===== src/hw/alu_pkg.sv =====
`default_nettype none

package alu_pkg;

    localparam int data_w     = 32;
    localparam int sh_w       = 5;   // shift amount bits
    localparam int div_cycles = 33;  // load edge plus 32 steps

    // one-hot operation word, mtlo ends up at bit 0
    typedef struct packed {
        logic add;
        logic sub;
        logic slt;
        logic sltu;
        logic and_op;
        logic nor_op;
        logic or_op;
        logic xor_op;
        logic sll;
        logic srl;
        logic sra;
        logic lui;
        logic div;
        logic divu;
        logic mult;
        logic multu;
        logic mfhi;
        logic mflo;
        logic mthi;
        logic mtlo;
    } alu_op_t;

    // instructions that trap on signed overflow
    typedef struct packed {
        logic add;
        logic addi;
        logic sub;
    } ovf_chk_t;

    typedef struct packed {
        logic es;  // execute
        logic m1;
        logic ms;
        logic ws;  // writeback
    } stage_ex_t;

    typedef struct packed {
        logic [data_w-1:0] quot;
        logic [data_w-1:0] rem;
    } div_res_t;

endpackage

`default_nettype wire


===== src/hw/alu_adder.sv =====
`timescale 1ns/10ps
`default_nettype none

module alu_adder (
    input  logic [31:0]       a,
    input  logic [31:0]       b,
    input  logic              subtract,
    input  alu_pkg::ovf_chk_t ovf_chk,
    output logic [31:0]       sum,
    output logic              slt_bit,
    output logic              sltu_bit,
    output logic              ovf
);
    import alu_pkg::*;

    logic [data_w-1:0] b_eff;
    logic              cout;
    logic              sa;
    logic              sb;
    logic              ss;

    assign b_eff = subtract ? ~b : b;  // two's complement via carry-in
    assign {cout, sum} = {1'b0, a} + {1'b0, b_eff} + {{data_w{1'b0}}, subtract};

    assign sa = a[data_w-1];
    assign sb = b[data_w-1];
    assign ss = sum[data_w-1];

    // a < b when a negative and b not, or same signs and difference negative
    assign slt_bit  = (sa & ~sb) | (~(sa ^ sb) & ss);
    assign sltu_bit = ~cout;  // borrow out

    always_comb begin
        if (ovf_chk.add || ovf_chk.addi)
            ovf = (sa == sb) && (ss != sa);  // like signs, sum flips
        else if (ovf_chk.sub)
            ovf = (sa != sb) && (ss != sa);
        else
            ovf = 1'b0;
    end

endmodule

`default_nettype wire


===== config.mk =====
export PLATFORM = sky130hd
export DESIGN_NAME = alu_adder
export DESIGN_NICKNAME = d
export VERILOG_FILES = /design/src/hw/alu_pkg.sv /design/src/hw/alu_adder.sv
export SDC_FILE = /design/constraint.sdc
export NUM_CORES = 1
export LEC_CHECK = 0
export BUFFER_PORTS_ARGS = -buffer_cell sky130_fd_sc_hd__buf_2
export CORE_MARGIN = 3
export CORE_UTILIZATION = 42
export DETAILED_ROUTE_END_ITERATION = 16
export PLACE_DENSITY_LB_ADDON = 0.15
export SYNTH_ARGS = -nofsm -noshare
export SYNTH_HDL_FRONTEND = slang
export SYNTH_SLANG_ARGS = --single-unit

===== constraint.sdc =====
create_clock -name vclk -period 3.9
set_input_delay 0.78 -clock vclk [all_inputs]
set_output_delay 0.78 -clock vclk [all_outputs]
set_load 0.1 [all_outputs]

==> summary.md, run 1 <==
| Metric | Value |
|---|---|
| Synth Area in Simple Gates | ~17% |
| Compound-Gate Fraction of Synth Area | 32.82% |
| I/O pin count | about 100 |
| Sequential share of the synthesized area | 0% |
| Post-synthesis cell area | between 2000 and 2500 um^2 |
| # resized after CTS | 56 |
| Hold Buf Count CTS | 0 |
| First Err | [ERROR DPL-0038] Utilization greater than 100%, impossible to legalize |
| Syn_area_per_cell | 7.283 um^2 |
| # rows | 25 |
| Exit stage | clock tree synthesis |
| Cells after synthesis | just over 300 |
| Dominant cells by area after synthesis | ha_1 18%, xor2_1 17%, a21oi_1 6.8%, xnor2_1 6.4%, a21o_1 4.1% |
| Status | aborted with a tool error |
| Hpwl dp | roughly 10000 um |
| Post-synthesis xor/xnor area fraction | ~24% |
| Mux cell area share after synthesis | 0.6257% |
| Area fraction of the dominant cell type after synthesis | between 10% and 20% |
| Placer Congestion | slightly above 0.9 |
| Top cell type by total area after synthesis | ha_1 |
| DIE HEIGHT | a little under 80 um |
| IO buf count | a little over 100 |
| Setup Fix Bufs, Post-CTS | 18 |
| Syn nets | ~400 |
| Adder-cell share of the synthesized area | a little under a fifth |
| Netlist cell types | 57 |
| Largest family of logic cells by synthesized area | compound AO/OA/AOI/OAI gates |
| YS warnings | 0 |
| Initial Util | between 40 and 50% |
| DIE WIDTH | a little under 80 um |
| Cell total after placement | 570 |
[cell usage after synthesis, types with 2 or more instances]
master    number
xnor2_1       16
o21ai_0       16
nand2_1       23
a21oi_1       30
nand3_1        6
a31oi_1        6
nor2_1        18
and3_1         3
buf_4          3
a21boi_1       2
nand4_1        6
o21a_1         4
or2_2          2
a31o_1         2
ha_1          32
a221oi_1       2
o41ai_2        2
xor2_1        42
o21ai_1        6
o31ai_1        3
nor3_1         2
nor4_1         3
a21o_1        12
and4_1         2
inv_1         14
a211o_1        2
nor2b_1        2
clkbuf_1      12
[cells by family after synthesis]
| family | Yosys count |
|---|---|
| adder cells (fa/ha/maj) | 33 |
| AND/OR/NAND/NOR | 75 |
| AO/OA/AOI/OAI | 103 |
| XOR/XNOR | 59 |
| buffers and inverters | 31 |
| multiplexers | 1 |
[through the flow]
stage	util [%]	area [um^2]	worst slack, ns	hold WS (ns)
floorplan	-	2834	-0.3927	1.853
global placement	95.08	4639	-0.2467	1.982
detailed placement	95.08	4639	-0.4314	2.017
==> run 2, diff against run 1 <==
- CORE_UTILIZATION: 42 -> 27
- clock period: 3.9 -> 5.07 ns (I/O delays scaled with it)
==> run 2 against run 1 <==
  * The flow now finishes without violations
  * Synthesized cell count unchanged
  * Synthesized area unchanged
==> summary.md, run 2 <==
| Metric | Value |
|---|---|
| Syn_area_per_cell | 7.283 um^2 |
| CP max stage cell | or4_1 |
| # DRC | 0 |
| Sw Ratio | 65.80% |
| Total track usage | between 10 and 15% |
| Worst-margin pin slew | 0.4885 ns |
| Max Cap Viol | 0 |
| Flip-flop and latch area | 0 um^2 |
| Area fraction of the dominant cell type after synthesis | between 10% and 20% |
| DIE HEIGHT | ~96 um |
| Nets | 505 |
| Fin worst setup slack | around 0.18 ns |
| Clk pwr share | 0% |
| DR WL/cell | between 10 and 15 um |
| Seq pwr share | 0% |
| Critical Path Sink | sum[29] |
| CP arrival | 3.87 ns |
| Dominant cells by area after synthesis | ha_1 18%, xor2_1 17%, a21oi_1 6.8%, xnor2_1 6.4%, a21o_1 4.1% |
| Cells after synthesis | between 300 and 400 |
| Setup crit end kind | primary output |
| Min Tclk post-route | 4.889 ns |
| Largest net degree at the start of global routing | 15 |
| Area of the multi-input gates | between 2000 and 2500 um^2 |
| CORE AREA | 7807 um^2 |
| Sequential share of the synthesized area | 0% |
| Vias | 2493 |
| CP Launch Type | input pin |
| CP Cell Sequence | buf_2 -> buf_4 -> xor2_1 -> ha_1 -> nand4_2 -> nor3_1 -> a2111oi_4 -> or4_1 -> o2bb2ai_1 -> xnor2_4 -> buf_12 |
| Crit share post-route | a little over nine tenths |
| P per Cell Area | ~430 nW/um^2 |
| Pre-antenna DRT Iters | 4 |
| Initial antenna violation count | 0 |
| Lkg Pwr | ~1.7 nW |
| Post-synthesis cell area | 2200 um^2 |
| IO buf count | a little over 100 |
| Vias in the first global route | approximately 2.4k |
| Worst rel slew slack | about two thirds |
| Gate power share | 100.0% |
| # rows | 32 |
| RSZ-0062 raised after global routing | false |
| Critical Path Start | subtract |
| DR vias/cell | roughly 4.9 |
| Detail Route Antenna Nets | 0 |
| Final antenna diode count | 0 |
| Setup TNS | 0 ns |
| Aggregate routed wire length | between 6000 and 7000 um |
| Crit path required time | 4.06 ns |
| Placer Congestion | about 0.88 |
| Hpwl dp | a little over 6000 um |
| Synth top cells by count | 42 x xor2_1, 32 x ha_1, 30 x a21oi_1 |
| Critical path's largest stage delay | 0.53 ns |
| Status | finished clean |
| Critical-path maximum fanout | 11 |
| DIE WIDTH | between 90 and 100 um |
| Initial Util | 28.17% |
| Top-count cell post-synth | xor2_1 |
| Fill cell count | 792 |
| Die area | about 9300 um^2 |
| Most frequent cells in the layout | 77 x buf_2, 33 x xor2_1, 32 x ha_1 |
| Hold Buf Count CTS | 0 |
| Peak VDD IR | 0.3017 mV |
| YS warnings | 0 |
| Min-delay worst type | input pin to primary output |
| Placement Cell Area | 3541 um^2 |
| FF+latch count | 0 |
| Area delta synth->final | 62.68% |
| Fmax | 204.5 MHz |
| Netlist cell types | 57 |
| Top cell type by total area after synthesis | ha_1 |
| Layout cells sized above 1 | between 30 and 40% |
| Critical path type | input pin to primary output |
| Grt ovf | 0 |
| Commonest non-fill, non-tap cell in the layout | buf_2 |
| I/O pin count | between 100 and 150 |
| Slew Limit Fails | 0 |
| DR iter-0 viols | 85 |
| P_sw | between 0.001 and 0.0015 W |
| First-pass GRT wire length | roughly 11000 um |
| Design Area, Final | ~3600 um^2 |
| Clkbuf count | 0 |
| Internal | roughly 0.00053 W |
| Syn nets | between 400 and 500 |
| Final setup fails | 0 |
| Final hold vios | 0 |
| Pre-CTS setup slack | around 0.098 ns |
run 2: worst min path at each step:
stage,cells after the start,to,from,slack [ns]
detailed placement,4,ovf,ovf_chk[2],2.46
finish,4,ovf,ovf_chk[1],2.46
floorplan,2,ovf,ovf_chk[2],2.32
CTS,4,ovf,ovf_chk[2],2.46
global placement,4,ovf,ovf_chk[2],2.45
global route,4,ovf,ovf_chk[1],2.47
run 2: area by class of cell:
class / count / area share (%)
repair buffers: 117 / 28.25
multi-input cells: 271 / 66.71
well taps: 102 / 3.566
inverters: 14 / 1.469
run 2: critical path: cells and delay by family:
family	cells	cell delay [ns]
AOI/OAI and AO/OA	2	0.37
and+or+nand+nor	3	1.10
adders and majority gates	1	0.51
xor gates and xnor gates	2	0.36
buffers and inverters	3	0.52
run 2: power by group through the flow:
stage / combinational, W / clock, W / sequential [W]
global placement: 0.00154 / 0 / 0
global route: 0.00162 / 0 / 0
finish: 0.00154 / 0 / 0
detailed placement: 0.00154 / 0 / 0
floorplan: 0.00109 / 0 / 0
CTS: 0.00155 / 0 / 0
run 2: cells by family (layout without fill, tap and decap cells):
logic type | after synthesis | in the layout | share of synthesized area, %
simple gates | 75 | 75 | 17.12
mux | 1 | 1 | 0.6256
buf+inv | 31 | 131 | 6.200
fa+ha+maj | 33 | 33 | 19.11
xor+xnor | 59 | 59 | 24.12
compound gates | 103 | 103 | 32.82
run 2: what timing repair did:
action | 4_1_cts | 5_1_grt
endpoints found under the setup margin | 0 | 7
gates resized for setup | 0 | 5
setup buffers | 0 | 1
run 2: layer usage:
metal  vias to the layer above  routed length (um)  share of wire (%)  track usage (%)
met5                         -                   0                  0                0
li1                       1301                   -                  -                -
met4                         0                   0                  0                0
met1                      1117                3308                 48            21.57
met2                        75                3188                 46            24.55
met3                         0                 436                6.3           0.8600
run 2: stage by stage:
step / std cells / power (W) / hold slack, ns / utilization (%)
after CTS: 503 / 0.001546 / 2.463 / 45.35
final: 504 / 0.001544 / 2.460 / 45.83
after global routing: 504 / 0.001620 / 2.472 / 45.83
after floorplan: 302 / 0.001085 / 2.321 / -
after detailed placement: 503 / 0.001540 / 2.462 / 45.35
after global placement: 503 / 0.001538 / 2.450 / 45.35
Power figures use the tool's default switching activity.
