### src/hw/alu_pkg.sv
`default_nettype none

package alu_pkg;

    localparam int data_w     = 32;
    localparam int sh_w       = 5;   // shift amount bits
    localparam int div_cycles = 33;  // load edge plus 32 steps

    // one-hot operation word, mtlo ends up at bit 0
    typedef struct packed {
        logic add;
        logic sub;
        logic slt;
        logic sltu;
        logic and_op;
        logic nor_op;
        logic or_op;
        logic xor_op;
        logic sll;
        logic srl;
        logic sra;
        logic lui;
        logic div;
        logic divu;
        logic mult;
        logic multu;
        logic mfhi;
        logic mflo;
        logic mthi;
        logic mtlo;
    } alu_op_t;

    // instructions that trap on signed overflow
    typedef struct packed {
        logic add;
        logic addi;
        logic sub;
    } ovf_chk_t;

    typedef struct packed {
        logic es;  // execute
        logic m1;
        logic ms;
        logic ws;  // writeback
    } stage_ex_t;

    typedef struct packed {
        logic [data_w-1:0] quot;
        logic [data_w-1:0] rem;
    } div_res_t;

endpackage

`default_nettype wire

### src/hw/hilo_regs.sv
`timescale 1ns/10ps
`default_nettype none

module hilo_regs (
    input  logic               clk,
    input  logic               reset,
    input  alu_pkg::alu_op_t   op,
    input  alu_pkg::stage_ex_t stage_ex,
    input  logic [31:0]        a,
    input  logic [63:0]        prod_s,
    input  logic [63:0]        prod_u,
    input  alu_pkg::div_res_t  div_res,
    input  logic               div_done,
    output logic [31:0]        hi,
    output logic [31:0]        lo
);
    import alu_pkg::*;

    logic wr_ok;

    // no write while a later stage holds an exception
    assign wr_ok = ~|stage_ex;

    always_ff @(posedge clk) begin
        if (reset) begin
            hi <= '0;
            lo <= '0;
        end else if (wr_ok) begin
            if (div_done && (op.div || op.divu)) begin  // op must still be held
                hi <= div_res.rem;
                lo <= div_res.quot;
            end else if (op.mult) begin
                hi <= prod_s[2*data_w-1:data_w];
                lo <= prod_s[data_w-1:0];
            end else if (op.multu) begin
                hi <= prod_u[2*data_w-1:data_w];
                lo <= prod_u[data_w-1:0];
            end else if (op.mthi) begin
                hi <= a;
            end else if (op.mtlo) begin
                lo <= a;
            end
        end
    end

endmodule

`default_nettype wire

### config.mk
export PLATFORM = sky130hd
export DESIGN_NAME = hilo_regs
export DESIGN_NICKNAME = d
export VERILOG_FILES = /design/src/hw/alu_pkg.sv /design/src/hw/hilo_regs.sv
export SDC_FILE = /design/constraint.sdc
export NUM_CORES = 1
export LEC_CHECK = 0
export ABC_AREA = 1
export BUFFER_PORTS_ARGS = -buffer_cell sky130_fd_sc_hd__buf_2
export CAP_MARGIN = 20
export CORE_AREA = 2 2 121 123
export DETAILED_ROUTE_END_ITERATION = 6
export DIE_AREA = 0 0 123 125
export PLACE_DENSITY = 0.67
export SLEW_MARGIN = 20
export SYNTH_ARGS = -nofsm -noshare
export SYNTH_HDL_FRONTEND = slang
export SYNTH_SLANG_ARGS = --single-unit
### constraint.sdc
create_clock -name clk -period 2.3 [get_ports clk]
set_input_delay 0.115 -clock clk [delete_from_list [all_inputs] [get_ports clk]]
set_output_delay 0.115 -clock clk [all_outputs]
set_load 0.05 [all_outputs]
==> reports/metrics.yaml, run 1 <==
fp.dieW_microns: 123
r2r_setup_slack_ps: 1620
setup.worst_path.class: "in -> reg"
start_util: 0.340
area_growth_pct: 36.7
synth.distinct_cells: 18
firstDrtPassIters: 4
grt_first_pass_wirelength_microns: 28500
drv_cap: 0
fp.coreArea_sq_um: 14200
globalRouteMet3Util: 0.0684
routedWlPerCell_microns: 14.3
holdPathStages: 5
vdd_ir_drop_max_v: 0.000258
clockBufferDepth: 2
cp_max_fo: 32
cp_top_family: "simple AND/OR/NAND/NOR gates"
vias: 6137
worst_setup_path_end_kind: "register"
cts_resized: 0
cpPeakStageDelay_ps: 360
cts_hold_buf: 0
cts.clk_slew.worst_paths_ps: 60
r2r-start: "hi[1]$_SDFFE_PP0P_"
grt_use_met2: 0.431
fin_worst_skew_ps: 0
antenna_found_initial: 4
avgSynthCellArea_sq_um: 5.56
setup_viol: 0
final_layout_size_suffix_gt1_frac: 0.326
grt_max_degree: 94
synthesis.area_sq_um: 4830
cts_buffers: 9
antenna_left: 0
cts-root-buf: "clkbuf_16"
syn_inst: 869
numPortBuffers: 300
ios: 315
synth_warnings: 0
fin_crit_ps: 1220
r2r_cells: 4
seq_area_frac_synth: 0.265
fmax_ghz: 0.818
cp_num_buf_inv: 3
powerDensity_nw_per_um2: 505
drt_iter0_drc: 339
place.gp.congestion: 0.845
die_h_microns: 125
die_area_sq_um: 15400
holdPathEnd: "hi[17]$_SDFFE_PP0P_"
ctsHtreeMaxLevel: 3
min_from: "div_res[17]"
tns_ps: 0
clock_power_share: 0.369
swShare: 0.323
status: "finished clean"
drt_wl_total_microns: 19000
worstMarginPinSlew_ps: 645
post-route-period-util: 0.531
cts_setup_buffers: 0
gr-total-overflow: 0
hold_viol: 0
cts_tree: "done"
maxSlewHeadroom: 0.569
viasPerCell: 4.62
cp_data_arrival_time_ps: 1490
ys_ff_latch: 64
clock-sinks: 64
syn-num-nets: 1120
fillCellCount: 1605
netSwitchingPower_w: 0.00108
timing.rr.end: "hi[1]$_SDFFE_PP0P_"
maxSlewViolCount: 0
required_ps: 2570
p_int_w: 0.00225
p_leak_nw: 3.97
cp-start-kind: "primary input"
nets: 1390
hpwl_microns: 14500
path_cells: "buf_2 -> inv_1 -> buf_4 -> nand2_1 -> nand3_1 -> nand3_1 -> nand2_1 -> nor2_1 -> nor2_1"
grt_pass1_vias: 5612
insertion_delay_ps: 320
grt_util_met1: 0.263
cp_slowest_cell: "buf_4"
pwr-share-seq: 0.350
grt_setup_unrepaired: "no"
holdWs_ps: 103
num_rows: 44
grt_use_total: 0.241
hold_path.class: "in -> reg"
drc: 0
p_comb_frac: 0.280
grt_busiest_layer: "met2"
state kept, by name, indices dropped and copies added (netlist names):
name and cells:
hi 32, lo 32
synth_stat cells (all sizes together):
| cell type | number | area, sq um |
|---|---|---|
| clkbuf | 15 | 60.1 |
| buf | 40 | 313 |
| nor2 | 130 | 488 |
| or2 | 64 | 400 |
| dfxtp | 64 | 1280 |
| nand3 | 130 | 651 |
| o21ai | 1 | 8.76 |
| a21oi | 1 | 5.00 |
| inv | 69 | 259 |
| nand2 | 354 | 1340 |
| nor3b | 1 | 18.8 |
routing by layer:
layer | vias up | part of all wire
met5 | - | 0.00068
met4 | 2 | 0.033
met3 | 32 | 0.094
met2 | 265 | 0.48
met1 | 2665 | 0.39
li1 | 3173 | -
placed cells by master (no fill, tap or decap), types with 9 or more instances in the layout:
cell	count
nand2_1	352
buf_4	11
or2_0	21
nor2_1	130
inv_1	66
nand3_1	130
clkbuf_16	9
or2_2	40
buf_2	300
dfxtp_1	64
stage by stage:
step	worst slack, ps	instance area [sq um]	util	cells	power, W
floorplan	1270	4830	-	869	0.00178
global placement	748	6340	0.446	1312	0.00212
detailed placement	734	6340	0.446	1312	0.00213
CTS	1080	6590	0.464	1326	0.00337
global route	946	6600	0.465	1328	0.00352
finish	1080	6600	0.465	1328	0.00333
cells by family after synthesis:
family	synth area share
flops	0.265
compound gates	0.00285
buf+inv	0.131
simple gates	0.601
worst min-delay path: cells and delay by family:
family	cells	cell delay, ps
and+or+nand+nor	4	200
buffers and inverters	1	70
power groups by stage:
stage / combinational [W] / sequential (W) / clock (W)
5_1_grt: 0.00104 / 0.00117 / 0.00130
3_5_place_dp: 0.000938 / 0.00119 / 0
4_1_cts: 0.000942 / 0.00117 / 0.00126
3_3_place_gp: 0.000933 / 0.00119 / 0
2_1_floorplan: 0.000452 / 0.00133 / 0
6_report: 0.000934 / 0.00117 / 0.00123
how the worst max path moves through the flow:
stage                               end  cells past startpoint         from  slack (ps)
floorplan           lo[11]$_SDFFE_PP0P_                      6  stage_ex[1]        1270
global placement    hi[13]$_SDFFE_PP0P_                      9        op[4]         750
detailed placement  hi[13]$_SDFFE_PP0P_                      9        op[4]         730
CTS                 hi[13]$_SDFFE_PP0P_                      9        op[4]        1080
global route        lo[14]$_SDFFE_PP0P_                      9        op[4]         950
finish              hi[13]$_SDFFE_PP0P_                      9        op[4]        1080
cell type report:
| class | count | area (sq um) | area share |
|---|---|---|---|
| Timing Repair Buffer | 314 | 1640 | 0.249 |
| Clock inverter | 1 | 5.00 | 0.000758 |
| Tap cell | 184 | 230 | 0.0349 |
| Sequential cell | 64 | 1280 | 0.194 |
| Multi-Input combinational cell | 681 | 2920 | 0.443 |
| Inverter | 69 | 260 | 0.0394 |
| Clock buffer | 13 | 250 | 0.0379 |
| Antenna cell | 2 | 5.00 | 0.000758 |
Power figures use the tool's default switching activity.
==> inputs of run 2 (changes only) <==
- CORE_AREA: 2 2 121 123 -> unset
- CORE_ASPECT_RATIO: unset -> 0.5
- CORE_MARGIN: unset -> 2
- CORE_UTILIZATION: unset -> 43
- DIE_AREA: 0 0 123 125 -> unset
- PLACE_DENSITY: 0.67 -> 0.82
- clock period: 2.3 -> 1.3 ns (I/O delays scaled with it)
==> reports/metrics.yaml, run 2 (same netlist as run 1, synthesis figures left out) <==
path_cells: "buf_2"
r2r_cells: 4
maxSlewHeadroom: 0.787
r2r-start: "lo[18]$_SDFFE_PP0P_"
clockBufferDepth: 2
drt_wl_total_microns: 17200
setup_viol: 0
grt_max_degree: 69
cpPeakStageDelay_ps: 360
drv_cap: 0
ctsHtreeMaxLevel: 3
timing.rr.end: "lo[18]$_SDFFE_PP0P_"
p_leak_nw: 4.08
drt_iter0_drc: 395
die_area_sq_um: 12100
final_cell_mix: "nand2_1 (352), buf_2 (300), nor2_1 (130), nand3_1 (130), inv_1 (66)"
post-route-period-util: 0.791
cts_setup_buffers: 0
hpwl_microns: 13500
ios: 315
min_from: "div_res[28]"
cp_num_buf_inv: 1
cts_hold_buf: 0
hold_path.class: "in -> reg"
cts_buffers: 9
cp_top_family: "flip-flops"
place.gp.congestion: 0.978
p_int_w: 0.00426
drc: 0
p_comb_frac: 0.279
fp.coreArea_sq_um: 11000
maxSlewViolCount: 0
cts.clk_slew.worst_paths_ps: 60
layout_commonest_cell: "nand2_1"
powerDensity_nw_per_um2: 906
clock_power_share: 0.385
worst_setup_path_end_kind: "primary output"
fp.dieW_microns: 154
grt_use_total: 0.281
vdd_ir_drop_max_v: 0.000594
pwr-share-seq: 0.336
tns_ps: 0
r2r_setup_slack_ps: 600
num_rows: 27
fin_worst_skew_ps: 0
fin_crit_ps: 1030
netSwitchingPower_w: 0.00190
die_h_microns: 78.9
cp-start-kind: "register"
swShare: 0.308
viasPerCell: 4.80
critPathLaunch: "hi[4]$_SDFFE_PP0P_"
grt_first_pass_wirelength_microns: 27200
insertion_delay_ps: 320
routedWlPerCell_microns: 13.3
start_util: 0.440
status: "finished clean"
cts-root-buf: "clkbuf_16"
cp_max_fo: 2
antenna_left: 0
grt_pass1_vias: 5660
cp_slowest_cell: "dfxtp_1"
fmax_ghz: 0.972
vias: 6235
numPortBuffers: 300
antenna_cells: 0
setup.worst_path.class: "reg -> out"
final_layout_size_suffix_gt1_frac: 0.333
worstMarginPinSlew_ps: 319
cts_tree: "done"
crit_end: "hi[4]"
firstDrtPassIters: 5
cp_data_arrival_time_ps: 960
required_ps: 1240
nets: 1400
clock-sinks: 64
hold_viol: 0
fillCellCount: 1053
antenna_found_initial: 0
power_w: 0.00615
cts_resized: 0
area_growth_pct: 40.7
gr-total-overflow: 0
cp.depth: 1
reg_top3: "hi x32, lo x32"
grt_setup_unrepaired: "no"
-- run 2: worst min path at each step --
stage	end	depth (start not counted)
floorplan	hi[5]$_SDFFE_PP0P_	3
global placement	lo[11]$_SDFFE_PP0P_	5
detailed placement	lo[11]$_SDFFE_PP0P_	5
CTS	hi[5]$_SDFFE_PP0P_	5
global route	hi[31]$_SDFFE_PP0P_	5
finish	hi[28]$_SDFFE_PP0P_	5
-- run 2: layer usage --
metal | share of wire | vias up | wire (microns) | global-route usage
li1 | - | 3193 | - | -
met3 | 0.064 | 43 | 1100 | 0.0491
met1 | 0.42 | 2748 | 7170 | 0.338
met2 | 0.49 | 251 | 8470 | 0.512
met5 | 0 | - | 0 | 0
met4 | 0.026 | 0 | 455 | 0.0981
-- run 2: cell type report --
cell class	count	area (sq um)	area share
tap	145	181	0.0267
clock inverter	3	42.5	0.00626
clock buffer	12	246	0.0363
inverter	69	260	0.0383
timing repair buffer	324	1860	0.273
multi-input combinational	681	2920	0.430
sequential	64	1280	0.189
-- run 2: metrics by stage --
step | setup slack [ps] | util | hold WS (ps) | cells | instance area [sq um]
final | 271 | 0.619 | 63.3 | 1298 | 6790
after CTS | 272 | 0.619 | 52.5 | 1298 | 6790
after global routing | 239 | 0.619 | 67.6 | 1298 | 6790
after detailed placement | 22.2 | 0.592 | 388 | 1283 | 6500
after global placement | 65.0 | 0.592 | 382 | 1283 | 6500
after floorplan | 323 | - | 250 | 869 | 4830
-- run 2: tightest hold or removal path, stage by stage --
cell and delay, ps:
buf_2 80, nand2_1 40, nand2_1 50, nor2_1 30, nor2_1 80
-- run 2: power by group through the flow --
stage | registers (W) | logic, W | clock network, W
after floorplan | 0.00235 | 0.000799 | 0
after global placement | 0.00211 | 0.00169 | 0
after detailed placement | 0.00211 | 0.00171 | 0
after CTS | 0.00207 | 0.00172 | 0.00241
after global routing | 0.00207 | 0.00190 | 0.00254
final | 0.00207 | 0.00172 | 0.00237
