--- config.mk ---
export PLATFORM = sky130hd
export DESIGN_NAME = alu_logic_shift
export DESIGN_NICKNAME = d
export VERILOG_FILES = /design/src/hw/alu_pkg.sv /design/src/hw/alu_logic_shift.sv
export SDC_FILE = /design/constraint.sdc
export NUM_CORES = 1
export LEC_CHECK = 0
export BUFFER_PORTS_ARGS = -buffer_cell sky130_fd_sc_hd__buf_2
export CORE_MARGIN = 10
export CORE_UTILIZATION = 35
export DETAILED_ROUTE_END_ITERATION = 16
export GPL_TIMING_DRIVEN = 0
export PLACE_DENSITY = 0.56
export REMOVE_ABC_BUFFERS = 1
export SLEW_MARGIN = 10
export SYNTH_ARGS = -nofsm -noshare
export SYNTH_HDL_FRONTEND = slang
export SYNTH_SLANG_ARGS = --single-unit
--- constraint.sdc ---
create_clock -name vclk -period 1.8
set_input_delay 0.09 -clock vclk [all_inputs]
set_output_delay 0.09 -clock vclk [all_outputs]
set_load 0.01 [all_outputs]
--- src/hw/alu_pkg.sv ---
`default_nettype none

package alu_pkg;

    localparam int data_w     = 32;
    localparam int sh_w       = 5;   // shift amount bits
    localparam int div_cycles = 33;  // load edge plus 32 steps

    // one-hot operation word, mtlo ends up at bit 0
    typedef struct packed {
        logic add;
        logic sub;
        logic slt;
        logic sltu;
        logic and_op;
        logic nor_op;
        logic or_op;
        logic xor_op;
        logic sll;
        logic srl;
        logic sra;
        logic lui;
        logic div;
        logic divu;
        logic mult;
        logic multu;
        logic mfhi;
        logic mflo;
        logic mthi;
        logic mtlo;
    } alu_op_t;

    // instructions that trap on signed overflow
    typedef struct packed {
        logic add;
        logic addi;
        logic sub;
    } ovf_chk_t;

    typedef struct packed {
        logic es;  // execute
        logic m1;
        logic ms;
        logic ws;  // writeback
    } stage_ex_t;

    typedef struct packed {
        logic [data_w-1:0] quot;
        logic [data_w-1:0] rem;
    } div_res_t;

endpackage

`default_nettype wire

--- src/hw/alu_logic_shift.sv ---
`timescale 1ns/10ps
`default_nettype none

module alu_logic_shift (
    input  alu_pkg::alu_op_t op,
    input  logic [31:0]      a,
    input  logic [31:0]      b,
    output logic [31:0]      y
);
    import alu_pkg::*;

    logic [sh_w-1:0]     shamt;
    logic [data_w-1:0]   lui_val;
    logic [2*data_w-1:0] sr64;   // upper half is the fill

    assign shamt   = a[sh_w-1:0];
    assign lui_val = {b[15:0], 16'b0};

    // srl and sra share one right shift, sra fills with the sign
    assign sr64 = {{data_w{op.sra & b[data_w-1]}}, b} >> shamt;

    assign y = ({data_w{op.and_op}}       & (a & b))
             | ({data_w{op.or_op}}        & (a | b))
             | ({data_w{op.nor_op}}       & ~(a | b))
             | ({data_w{op.xor_op}}       & (a ^ b))
             | ({data_w{op.lui}}          & lui_val)
             | ({data_w{op.sll}}          & (b << shamt))
             | ({data_w{op.srl | op.sra}} & sr64[data_w-1:0]);

endmodule

`default_nettype wire

==> run_results.csv, run 1 <==
group,metric,value,unit
status,status,"finished with violations",
status,violations,"setup timing",
layout,drive_above_1_share,0.4324,
timing,setup_tns,-3.249,ns
global_routing,grtUsageMet2,0.3849,
power_and_ir_drop,p_comb_frac,1.000,
synthesis,yosys-top-cells-count,"mux2i_1 (69), ha_1 (66), inv_1 (64)",
cts,holdBufCountCts,0,
critical_path,critPathMaxFanout,8,
global_routing,grt-ovfl-total,0,
routing,vias,7271,
timing,whs,0.7209,ns
synthesis,yosys.area.top_type_share,0.1520,
floorplanning,dieArea,20900,um^2
routing,antenna_left,0,
critical_path,crit_path_max_incr_delay,0.53,ns
min_path,min_to,"y[8]",
power_and_ir_drop,swShare,0.5818,
synthesis,synth_cells,712,
synthesis,syn_area,5433,um^2
synthesis,yosysUniqueCellTypes,62,
synthesis,synthMostInstantiatedCell,"mux2i_1",
timing,period_share,1.109,
timing,slew_viol_final,0,
min_path,hold_path_class,"input port to output pin",
global_routing,grt_max_degree,50,
floorplanning,io_pins,116,
place,place_area,5918,um^2
timing,max_freq,0.5009,GHz
floorplanning,core,15200,um^2
global_routing,met1_usage,0.3473,
layout,post-route-util,0.5060,
power_and_ir_drop,leakage,3.292,nW
critical_path,end_kind,"output pin",
layout,multi_input_area,5709,um^2
timing,worst_pin_slew,0.8493,ns
floorplanning,dieHeight,144.6,um
synthesis,synth_top_area_cell,"ha_1",
power_and_ir_drop,clkPwrFrac,0,
timing,maxSlewHeadroom,0.4317,
floorplanning,die_x,144.6,um
layout,n_fill_cell,1418,
layout,regArea,0,um^2
timing,setup_viol,30,
synthesis,ys_warn_count,0,
global_routing,grt_use_total,0.2563,
power_and_ir_drop,power.density,317.8,nW/um^2
routing,via_per_inst,7.156,
place,io_buffer_count,104,
layout,fin_nets,980,
power_and_ir_drop,p_int,0.001022,W
routing,drc_errors,0,
power_and_ir_drop,p_seq_frac,0,
critical_path,cp_top_family,"multiplexers",
routing,initialDrtViolationCount,1355,
global_routing,grt.busiest_layer,"met2",
critical_path,crit_type,"input port to output pin",
routing,dr.pass1.iters,7,
critical_path,critical_path_buf_inv_count,4,
floorplanning,initial_core_util,0.3574,
global_routing,antenna_found_initial,0,
critical_path,crit_path_frequent_cell,"buf_16",
critical_path,worst_setup_path_start_kind,"input port",
layout,n_sequential_cell,0,
place,gp_congestion,1.061,
global_routing,gr-usage-met3,0.04887,
floorplanning,row_count,45,
routing,post_drt_wl_per_cell,29.05,um
timing,rsz0062_at_grt,"true",
global_routing,grt_pass1_vias,6546,
global_routing,grt_pass1_wl,41390,um
power_and_ir_drop,netSwitchingPower,0.001422,W
min_path,min_from,"a[3]",
critical_path,cp.arrival,1.91,ns
timing,timing_hold_violations_final,0,
run,drv_cap,0,
layout,final_area,7692,um^2
critical_path,critical_path_required,1.71,ns
power_and_ir_drop,ir_drop,0.1187,mV
layout,n_clock_buffer,0,
timing,finalWorstSetupSlack,-0.1965,ns
timing,fin_crit,1.997,ns
critical_path,cp_slowest_cell,"mux4_2",
synthesis,synthTopCellsByArea,"ha_1 (15%), mux2i_1 (13%), mux4_2 (9.1%)",
critical_path,crit_chain,"buf_16 -> buf_16 -> buf_8 -> mux2i_4 -> mux4_2 -> nor2_2 -> a21oi_2 -> o211ai_1 -> buf_2",
place,post-dp-hpwl,19020,um
min_path,hold_depth,3,
routing,drt_wl_total,29510,um
synthesis,yosysSeqAreaShare,0,
layout,antenna_cells,0,
layout,area_delta_synth_final,41.59,%
synthesis,syn_area_per_cell,7.630,um^2
[routing by layer]
metal | part of all wire | up-vias
met1 | 0.38 | 3430
li1 | - | 3012
met2 | 0.42 | 654
met3 | 0.13 | 175
met4 | 0.065 | 0
met5 | 0 | -
[layout make-up]
cell class | count | area share
tap | 188 | 0.03058
timing repair buffer | 173 | 0.1890
multi-input combinational | 587 | 0.7422
inverter | 67 | 0.03757
timing repair inverter | 1 | 0.0006506
[power groups by stage]
| stage | Clock [W] | Combinational [W] | Sequential (W) |
|---|---|---|---|
| after floorplan | 0 | 0.000989 | 0 |
| after global placement | 0 | 0.00175 | 0 |
| after detailed placement | 0 | 0.00175 | 0 |
| after CTS | 0 | 0.00211 | 0 |
| after global routing | 0 | 0.00254 | 0 |
| final | 0 | 0.00244 | 0 |
[metrics by stage]
| stage | setup WS (ns) | power (W) | instances |
|---|---|---|---|
| 2_1_floorplan | 0.1915 | 0.0009886 | 653 |
| 3_3_place_gp | -1.802 | 0.001747 | 945 |
| 3_5_place_dp | -1.800 | 0.001748 | 946 |
| 4_1_cts | -0.1237 | 0.002111 | 987 |
| 5_1_grt | -0.2143 | 0.002536 | 1016 |
| 6_report | -0.1965 | 0.002444 | 1016 |
[worst max path at each step]
stage | depth (start not counted) | to | slack (ns) | startpoint
after global routing | 7 | y[14] | -0.21 | a[2]
final | 9 | y[16] | -0.20 | a[2]
after detailed placement | 9 | y[22] | -1.80 | a[0]
after CTS | 8 | y[23] | -0.12 | a[2]
after floorplan | 7 | y[22] | 0.19 | a[0]
after global placement | 7 | y[2] | -1.80 | a[1]
[placed cells by master (no fill, tap or decap), types with 9 or more instances in the layout]
cell	netlist	final
o21ai_1	1	9
buf_2	16	85
mux2i_1	69	49
ha_1	66	65
a22o_1	10	10
a22oi_1	25	23
o22ai_1	28	19
nor2_1	49	32
inv_1	64	63
a221oi_2	2	23
buf_16	0	9
mux4_2	22	22
mux2i_2	0	13
nor2_2	0	9
nand3_1	21	19
mux2_2	29	22
a21oi_1	23	19
o211ai_1	22	22
buf_6	3	10
nand2_1	62	58
nor2_4	0	9
o21ai_0	22	12
buf_4	6	56
mux2_4	5	13
a222oi_1	16	16
[kinds of logic (layout without fill, tap and decap cells)]
| family | after synthesis | after routing | share of synthesized area |
|---|---|---|---|
| simple gates | 171 | 172 | 0.1426 |
| buf+inv | 126 | 241 | 0.1020 |
| mux | 126 | 126 | 0.2943 |
| fa+ha+maj | 66 | 66 | 0.1520 |
| compound gates | 223 | 223 | 0.3091 |
[what timing repair did]
item / CTS / global route
buffers inserted: 31 / 29
endpoints found under the setup margin: 32 / 32
gates resized for setup: 145 / 91
gates cloned: 10 / 1
pin swaps: 30 / 45
(Power assumes the default switching activity.)
==> run 2, diff against run 1 <==
--- a/config.mk
+++ b/config.mk
@@ -6,7 +6,7 @@
 export NUM_CORES = 1
 export LEC_CHECK = 0
 export BUFFER_PORTS_ARGS = -buffer_cell sky130_fd_sc_hd__buf_2
-export CORE_MARGIN = 10
+export CORE_MARGIN = 2
 export CORE_UTILIZATION = 35
 export DETAILED_ROUTE_END_ITERATION = 16
 export GPL_TIMING_DRIVEN = 0
==> run_results.csv, run 2 (synthesis results as in run 1) <==
group,metric,value,unit
place,gp_congestion,1.041,
power_and_ir_drop,power.density,316.2,nW/um^2
timing,worst_pin_slew,0.8677,ns
min_path,hold_path_class,"input port to output pin",
critical_path,crit_type,"input port to output pin",
timing,fin_crit,1.978,ns
timing,rsz0062_at_grt,"true",
cts,holdBufCountCts,0,
critical_path,end_kind,"output pin",
floorplanning,die_x,128.6,um
routing,initialDrtViolationCount,965,
layout,antenna_cells,0,
floorplanning,initial_core_util,0.3574,
global_routing,grt-ovfl-total,0,
timing,maxSlewHeadroom,0.4194,
layout,multi_input_area,5672,um^2
timing,timing_hold_violations_final,0,
place,place_area,5918,um^2
status,status,"finished with violations",
layout,fin_nets,976,
timing,period_share,1.099,
global_routing,antenna_found_initial,1,
global_routing,grt_use_total,0.3292,
power_and_ir_drop,leakage,3.318,nW
layout,n_fill_cell,1434,
timing,slew_viol_final,0,
global_routing,grt_max_degree,50,
layout,layout_commonest_cell,"buf_2",
layout,n_clock_buffer,0,
power_and_ir_drop,p_total,0.002442,W
critical_path,cp.arrival,1.89,ns
routing,via_per_inst,7.052,
critical_path,worst_setup_path_start_kind,"input port",
power_and_ir_drop,ir_drop,0.1217,mV
global_routing,grt_pass1_wl,41610,um
layout,n_sequential_cell,0,
timing,max_freq,0.5056,GHz
floorplanning,dieHeight,128.6,um
global_routing,grt_pass1_vias,6559,
place,io_buffer_count,104,
routing,post_drt_wl_per_cell,28.72,um
min_path,min_from,"a[3]",
floorplanning,row_count,45,
layout,post-route-util,0.5079,
routing,drc_errors,0,
timing,finalWorstSetupSlack,-0.1779,ns
status,violations,"setup timing",
critical_path,startpoint,"a[2]",
layout,layout_common_cells,"buf_2 (80), ha_1 (65), inv_1 (61)",
layout,final_area,7721,um^2
routing,drt_wl_total,29060,um
layout,drive_above_1_share,0.4260,
routing,dr.pass1.iters,9,
layout,area_delta_synth_final,42.12,%
critical_path,crit_end,"y[7]",
floorplanning,io_pins,116,
routing,antenna_left,0,
place,post-dp-hpwl,18490,um
floorplanning,core,15200,um^2
run,drv_cap,0,
critical_path,critical_path_required,1.71,ns
critical_path,critPathMaxFanout,8,
timing,whs,0.6846,ns
routing,vias,7137,
floorplanning,dieArea,16530,um^2
timing,setup_viol,27,
layout,regArea,0,um^2
==> run 2: cell types whose count changed in the layout (fill, tap and decap cells not counted), moves of 3 or more <==
cell / delta
o22ai_4: -3
buf_16: -3
bufbuf_16: +4
buf_6: -7
buf_12: +6
clkbuf_4: +7
buf_4: -5
buf_2: -5
o22ai_1: +3
==> run 2: worst min-delay path by stage <==
| stage | end | slack, ns | cells past startpoint |
|---|---|---|---|
| 2_1_floorplan | y[10] | 0.31 | 1 |
| 3_3_place_gp | y[31] | 0.80 | 7 |
| 3_5_place_dp | y[1] | 0.80 | 4 |
| 4_1_cts | y[8] | 0.70 | 3 |
| 5_1_grt | y[8] | 0.71 | 3 |
| 6_report | y[8] | 0.68 | 3 |
==> run 2: worst max-delay path: stages <==
cell      delay [ns]
buf_16          0.13
buf_16          0.15
mux2_4          0.32
mux4_2          0.54
a221oi_1        0.33
o21ai_1         0.15
buf_2           0.17
==> run 2: layout make-up <==
type | count | share of cell area
inverter | 67 | 0.03776
tap | 188 | 0.03047
timing repair buffer | 169 | 0.1966
multi-input combinational | 587 | 0.7346
timing repair inverter | 1 | 0.0006482
==> run 2: per-stage QoR <==
| step | setup TNS [ns] | std cells | setup WS (ns) |
|---|---|---|---|
| after floorplan | 0 | 653 | 0.1915 |
| after global placement | -49.22 | 945 | -1.876 |
| after detailed placement | -40.27 | 946 | -1.807 |
| after CTS | -1.113 | 980 | -0.1250 |
| after global routing | -3.189 | 1012 | -0.2039 |
| final | -2.452 | 1012 | -0.1779 |
==> run 2: where the power goes <==
| group | switching (W) | internal, W |
|---|---|---|
| registers | 0 | 0 |
| clock network | 0 | 0 |
| logic | 0.00140 | 0.00104 |
==> run 2: per-layer routing <==
layer / GRT usage / wire, um / vias to the layer above
li1: - / - / 3017
met1: 0.4536 / 11410 / 3360
met2: 0.4916 / 12220 / 612
met3: 0.06778 / 3538 / 146
met4: 0.1554 / 1871 / 2
met5: 0 / 13 / -
==> run 2: timing repair <==
item,4_1_cts,5_1_grt
endpoints found under the setup margin,32,31
pin swaps,27,36
cloned,11,1
setup buffers,23,31
resized for setup,144,88
==> run 3, diff against run 2 <==
--- a/config.mk
+++ b/config.mk
@@ -6,13 +6,14 @@
 export NUM_CORES = 1
 export LEC_CHECK = 0
 export BUFFER_PORTS_ARGS = -buffer_cell sky130_fd_sc_hd__buf_2
+export CORE_ASPECT_RATIO = 0.9
 export CORE_MARGIN = 2
 export CORE_UTILIZATION = 35
 export DETAILED_ROUTE_END_ITERATION = 16
 export GPL_TIMING_DRIVEN = 0
 export PLACE_DENSITY = 0.56
 export REMOVE_ABC_BUFFERS = 1
-export SLEW_MARGIN = 10
+export SLEW_MARGIN = 20
 export SYNTH_ARGS = -nofsm -noshare
 export SYNTH_HDL_FRONTEND = slang
 export SYNTH_SLANG_ARGS = --single-unit
==> run_results.csv, run 3 (synthesis results as in run 1) <==
group,metric,value,unit
floorplanning,die_x,135.3,um
floorplanning,dieHeight,122.2,um
floorplanning,io_pins,116,
layout,drive_above_1_share,0.4124,
timing,period_share,1.149,
routing,dr.pass1.iters,9,
power_and_ir_drop,p_total,0.002437,W
power_and_ir_drop,leakage,3.320,nW
floorplanning,initial_core_util,0.3556,
run,drv_cap,0,
critical_path,cp.arrival,1.98,ns
min_path,hold_path_class,"input port to output pin",
routing,dr_wl_met2,12000,um
floorplanning,core,15280,um^2
status,status,"finished with violations",
min_path,min_from,"a[3]",
routing,antenna_left,0,
global_routing,antenna_found_initial,0,
timing,rsz0062_at_grt,"true",
global_routing,grt_pass1_vias,6388,
critical_path,critPathMaxFanout,9,
timing,worst_pin_slew,0.8138,ns
power_and_ir_drop,ir_drop,0.2462,mV
layout,n_sequential_cell,0,
status,violations,"setup timing",
routing,wl_met3,4753,um
global_routing,grt-ovfl-total,0,
routing,via_per_inst,7.173,
global_routing,grt_pass1_wl,40940,um
routing,drc_errors,0,
critical_path,end_kind,"output pin",
floorplanning,dieArea,16540,um^2
timing,setup_viol,19,
routing,post_drt_wl_per_cell,29.10,um
place,io_buffer_count,104,
routing,top_layer,"met4",
timing,timing_hold_violations_final,0,
timing,max_freq,0.4833,GHz
min_path,min_to,"y[8]",
cts,holdBufCountCts,0,
routing,wl_met1,11110,um
layout,antenna_cells,0,
timing,maxSlewHeadroom,0.4574,
layout,area_delta_synth_final,42.31,%
critical_path,worst_setup_path_start_kind,"input port",
routing,vias,7345,
global_routing,grt_use_total,0.3278,
layout,n_clock_buffer,0,
layout,layout_common_cells,"buf_2 (77), ha_1 (64), inv_1 (61)",
min_path,hold_depth,3,
global_routing,grt_max_degree,49,
critical_path,crit_type,"input port to output pin",
routing,drt_wl_total,29800,um
layout,layout_commonest_cell,"buf_2",
place,gp_congestion,0.9956,
timing,finalWorstSetupSlack,-0.2689,ns
critical_path,critical_path_required,1.71,ns
power_and_ir_drop,power.density,315.2,nW/um^2
routing,initialDrtViolationCount,1417,
layout,regArea,0,um^2
floorplanning,row_count,43,
place,post-dp-hpwl,18310,um
timing,fin_crit,2.069,ns
layout,fin_nets,974,
place,dpl_worst_slack,-1.737,ns
timing,slew_viol_final,0,
run 3: worst max-delay path by stage:
stage                     slack (ns)  cells after the start  start    end
after floorplan                 0.19                      7   a[0]  y[22]
after global placement         -1.87                      7   a[1]   y[2]
after detailed placement       -1.74                      9   a[0]  y[22]
final                          -0.27                      6  op[9]   y[7]
after CTS                      -0.07                      9   a[0]  y[22]
after global routing           -0.28                      6  op[9]   y[7]
run 3: where the power goes:
group          internal [W]  leakage (nW)  switching [W]  total, W
logic               0.00102          3.32        0.00141   0.00244
clock network             0             0              0         0
registers                 0             0              0         0
run 3: cell type report:
type / count / area [um^2]
timing repair buffer: 165 / 1574
timing repair inverter: 1 / 5.005
inverter: 67 / 297.8
tap: 202 / 252.7
fill: 1508 / 7548
multi-input combinational: 589 / 5602
run 3: critical path: stages:
cell and delay, ns:
buf_2 0.17, o21ai_2 0.57, nor2_1 0.33, a221oi_1 0.46, o21ai_1 0.16, buf_2 0.18
run 3: per-stage QoR:
| stage | instance area, um^2 | cells | TNS [ns] | util | hold WS (ns) |
|---|---|---|---|---|---|
| 3_5_place_dp | 5954 | 961 | -39.82 | 0.3897 | 0.7855 |
| 6_report | 7731 | 1024 | -1.200 | 0.5060 | 0.6594 |
| 5_1_grt | 7731 | 1024 | -1.590 | 0.5060 | 0.6751 |
| 2_1_floorplan | 5130 | 653 | 0 | - | 0.3056 |
| 3_3_place_gp | 5903 | 959 | -49.04 | 0.3863 | 0.7869 |
| 4_1_cts | 6918 | 987 | -0.1960 | 0.4528 | 0.7279 |
run 3: repair_timing:
action	in CTS	in global routing
setup endpoints to repair	32	32
buffers inserted	12	32
resized for setup	127	102
pin swaps	22	38
gates cloned	14	5
hold endpoints to repair	0	0
run 3: per-layer routing:
layer / GRT usage / up-vias
li1: - / 3003
met1: 0.4616 / 3365
met2: 0.4699 / 786
met3: 0.09363 / 191
met4: 0.1257 / 0
met5: 0 / -
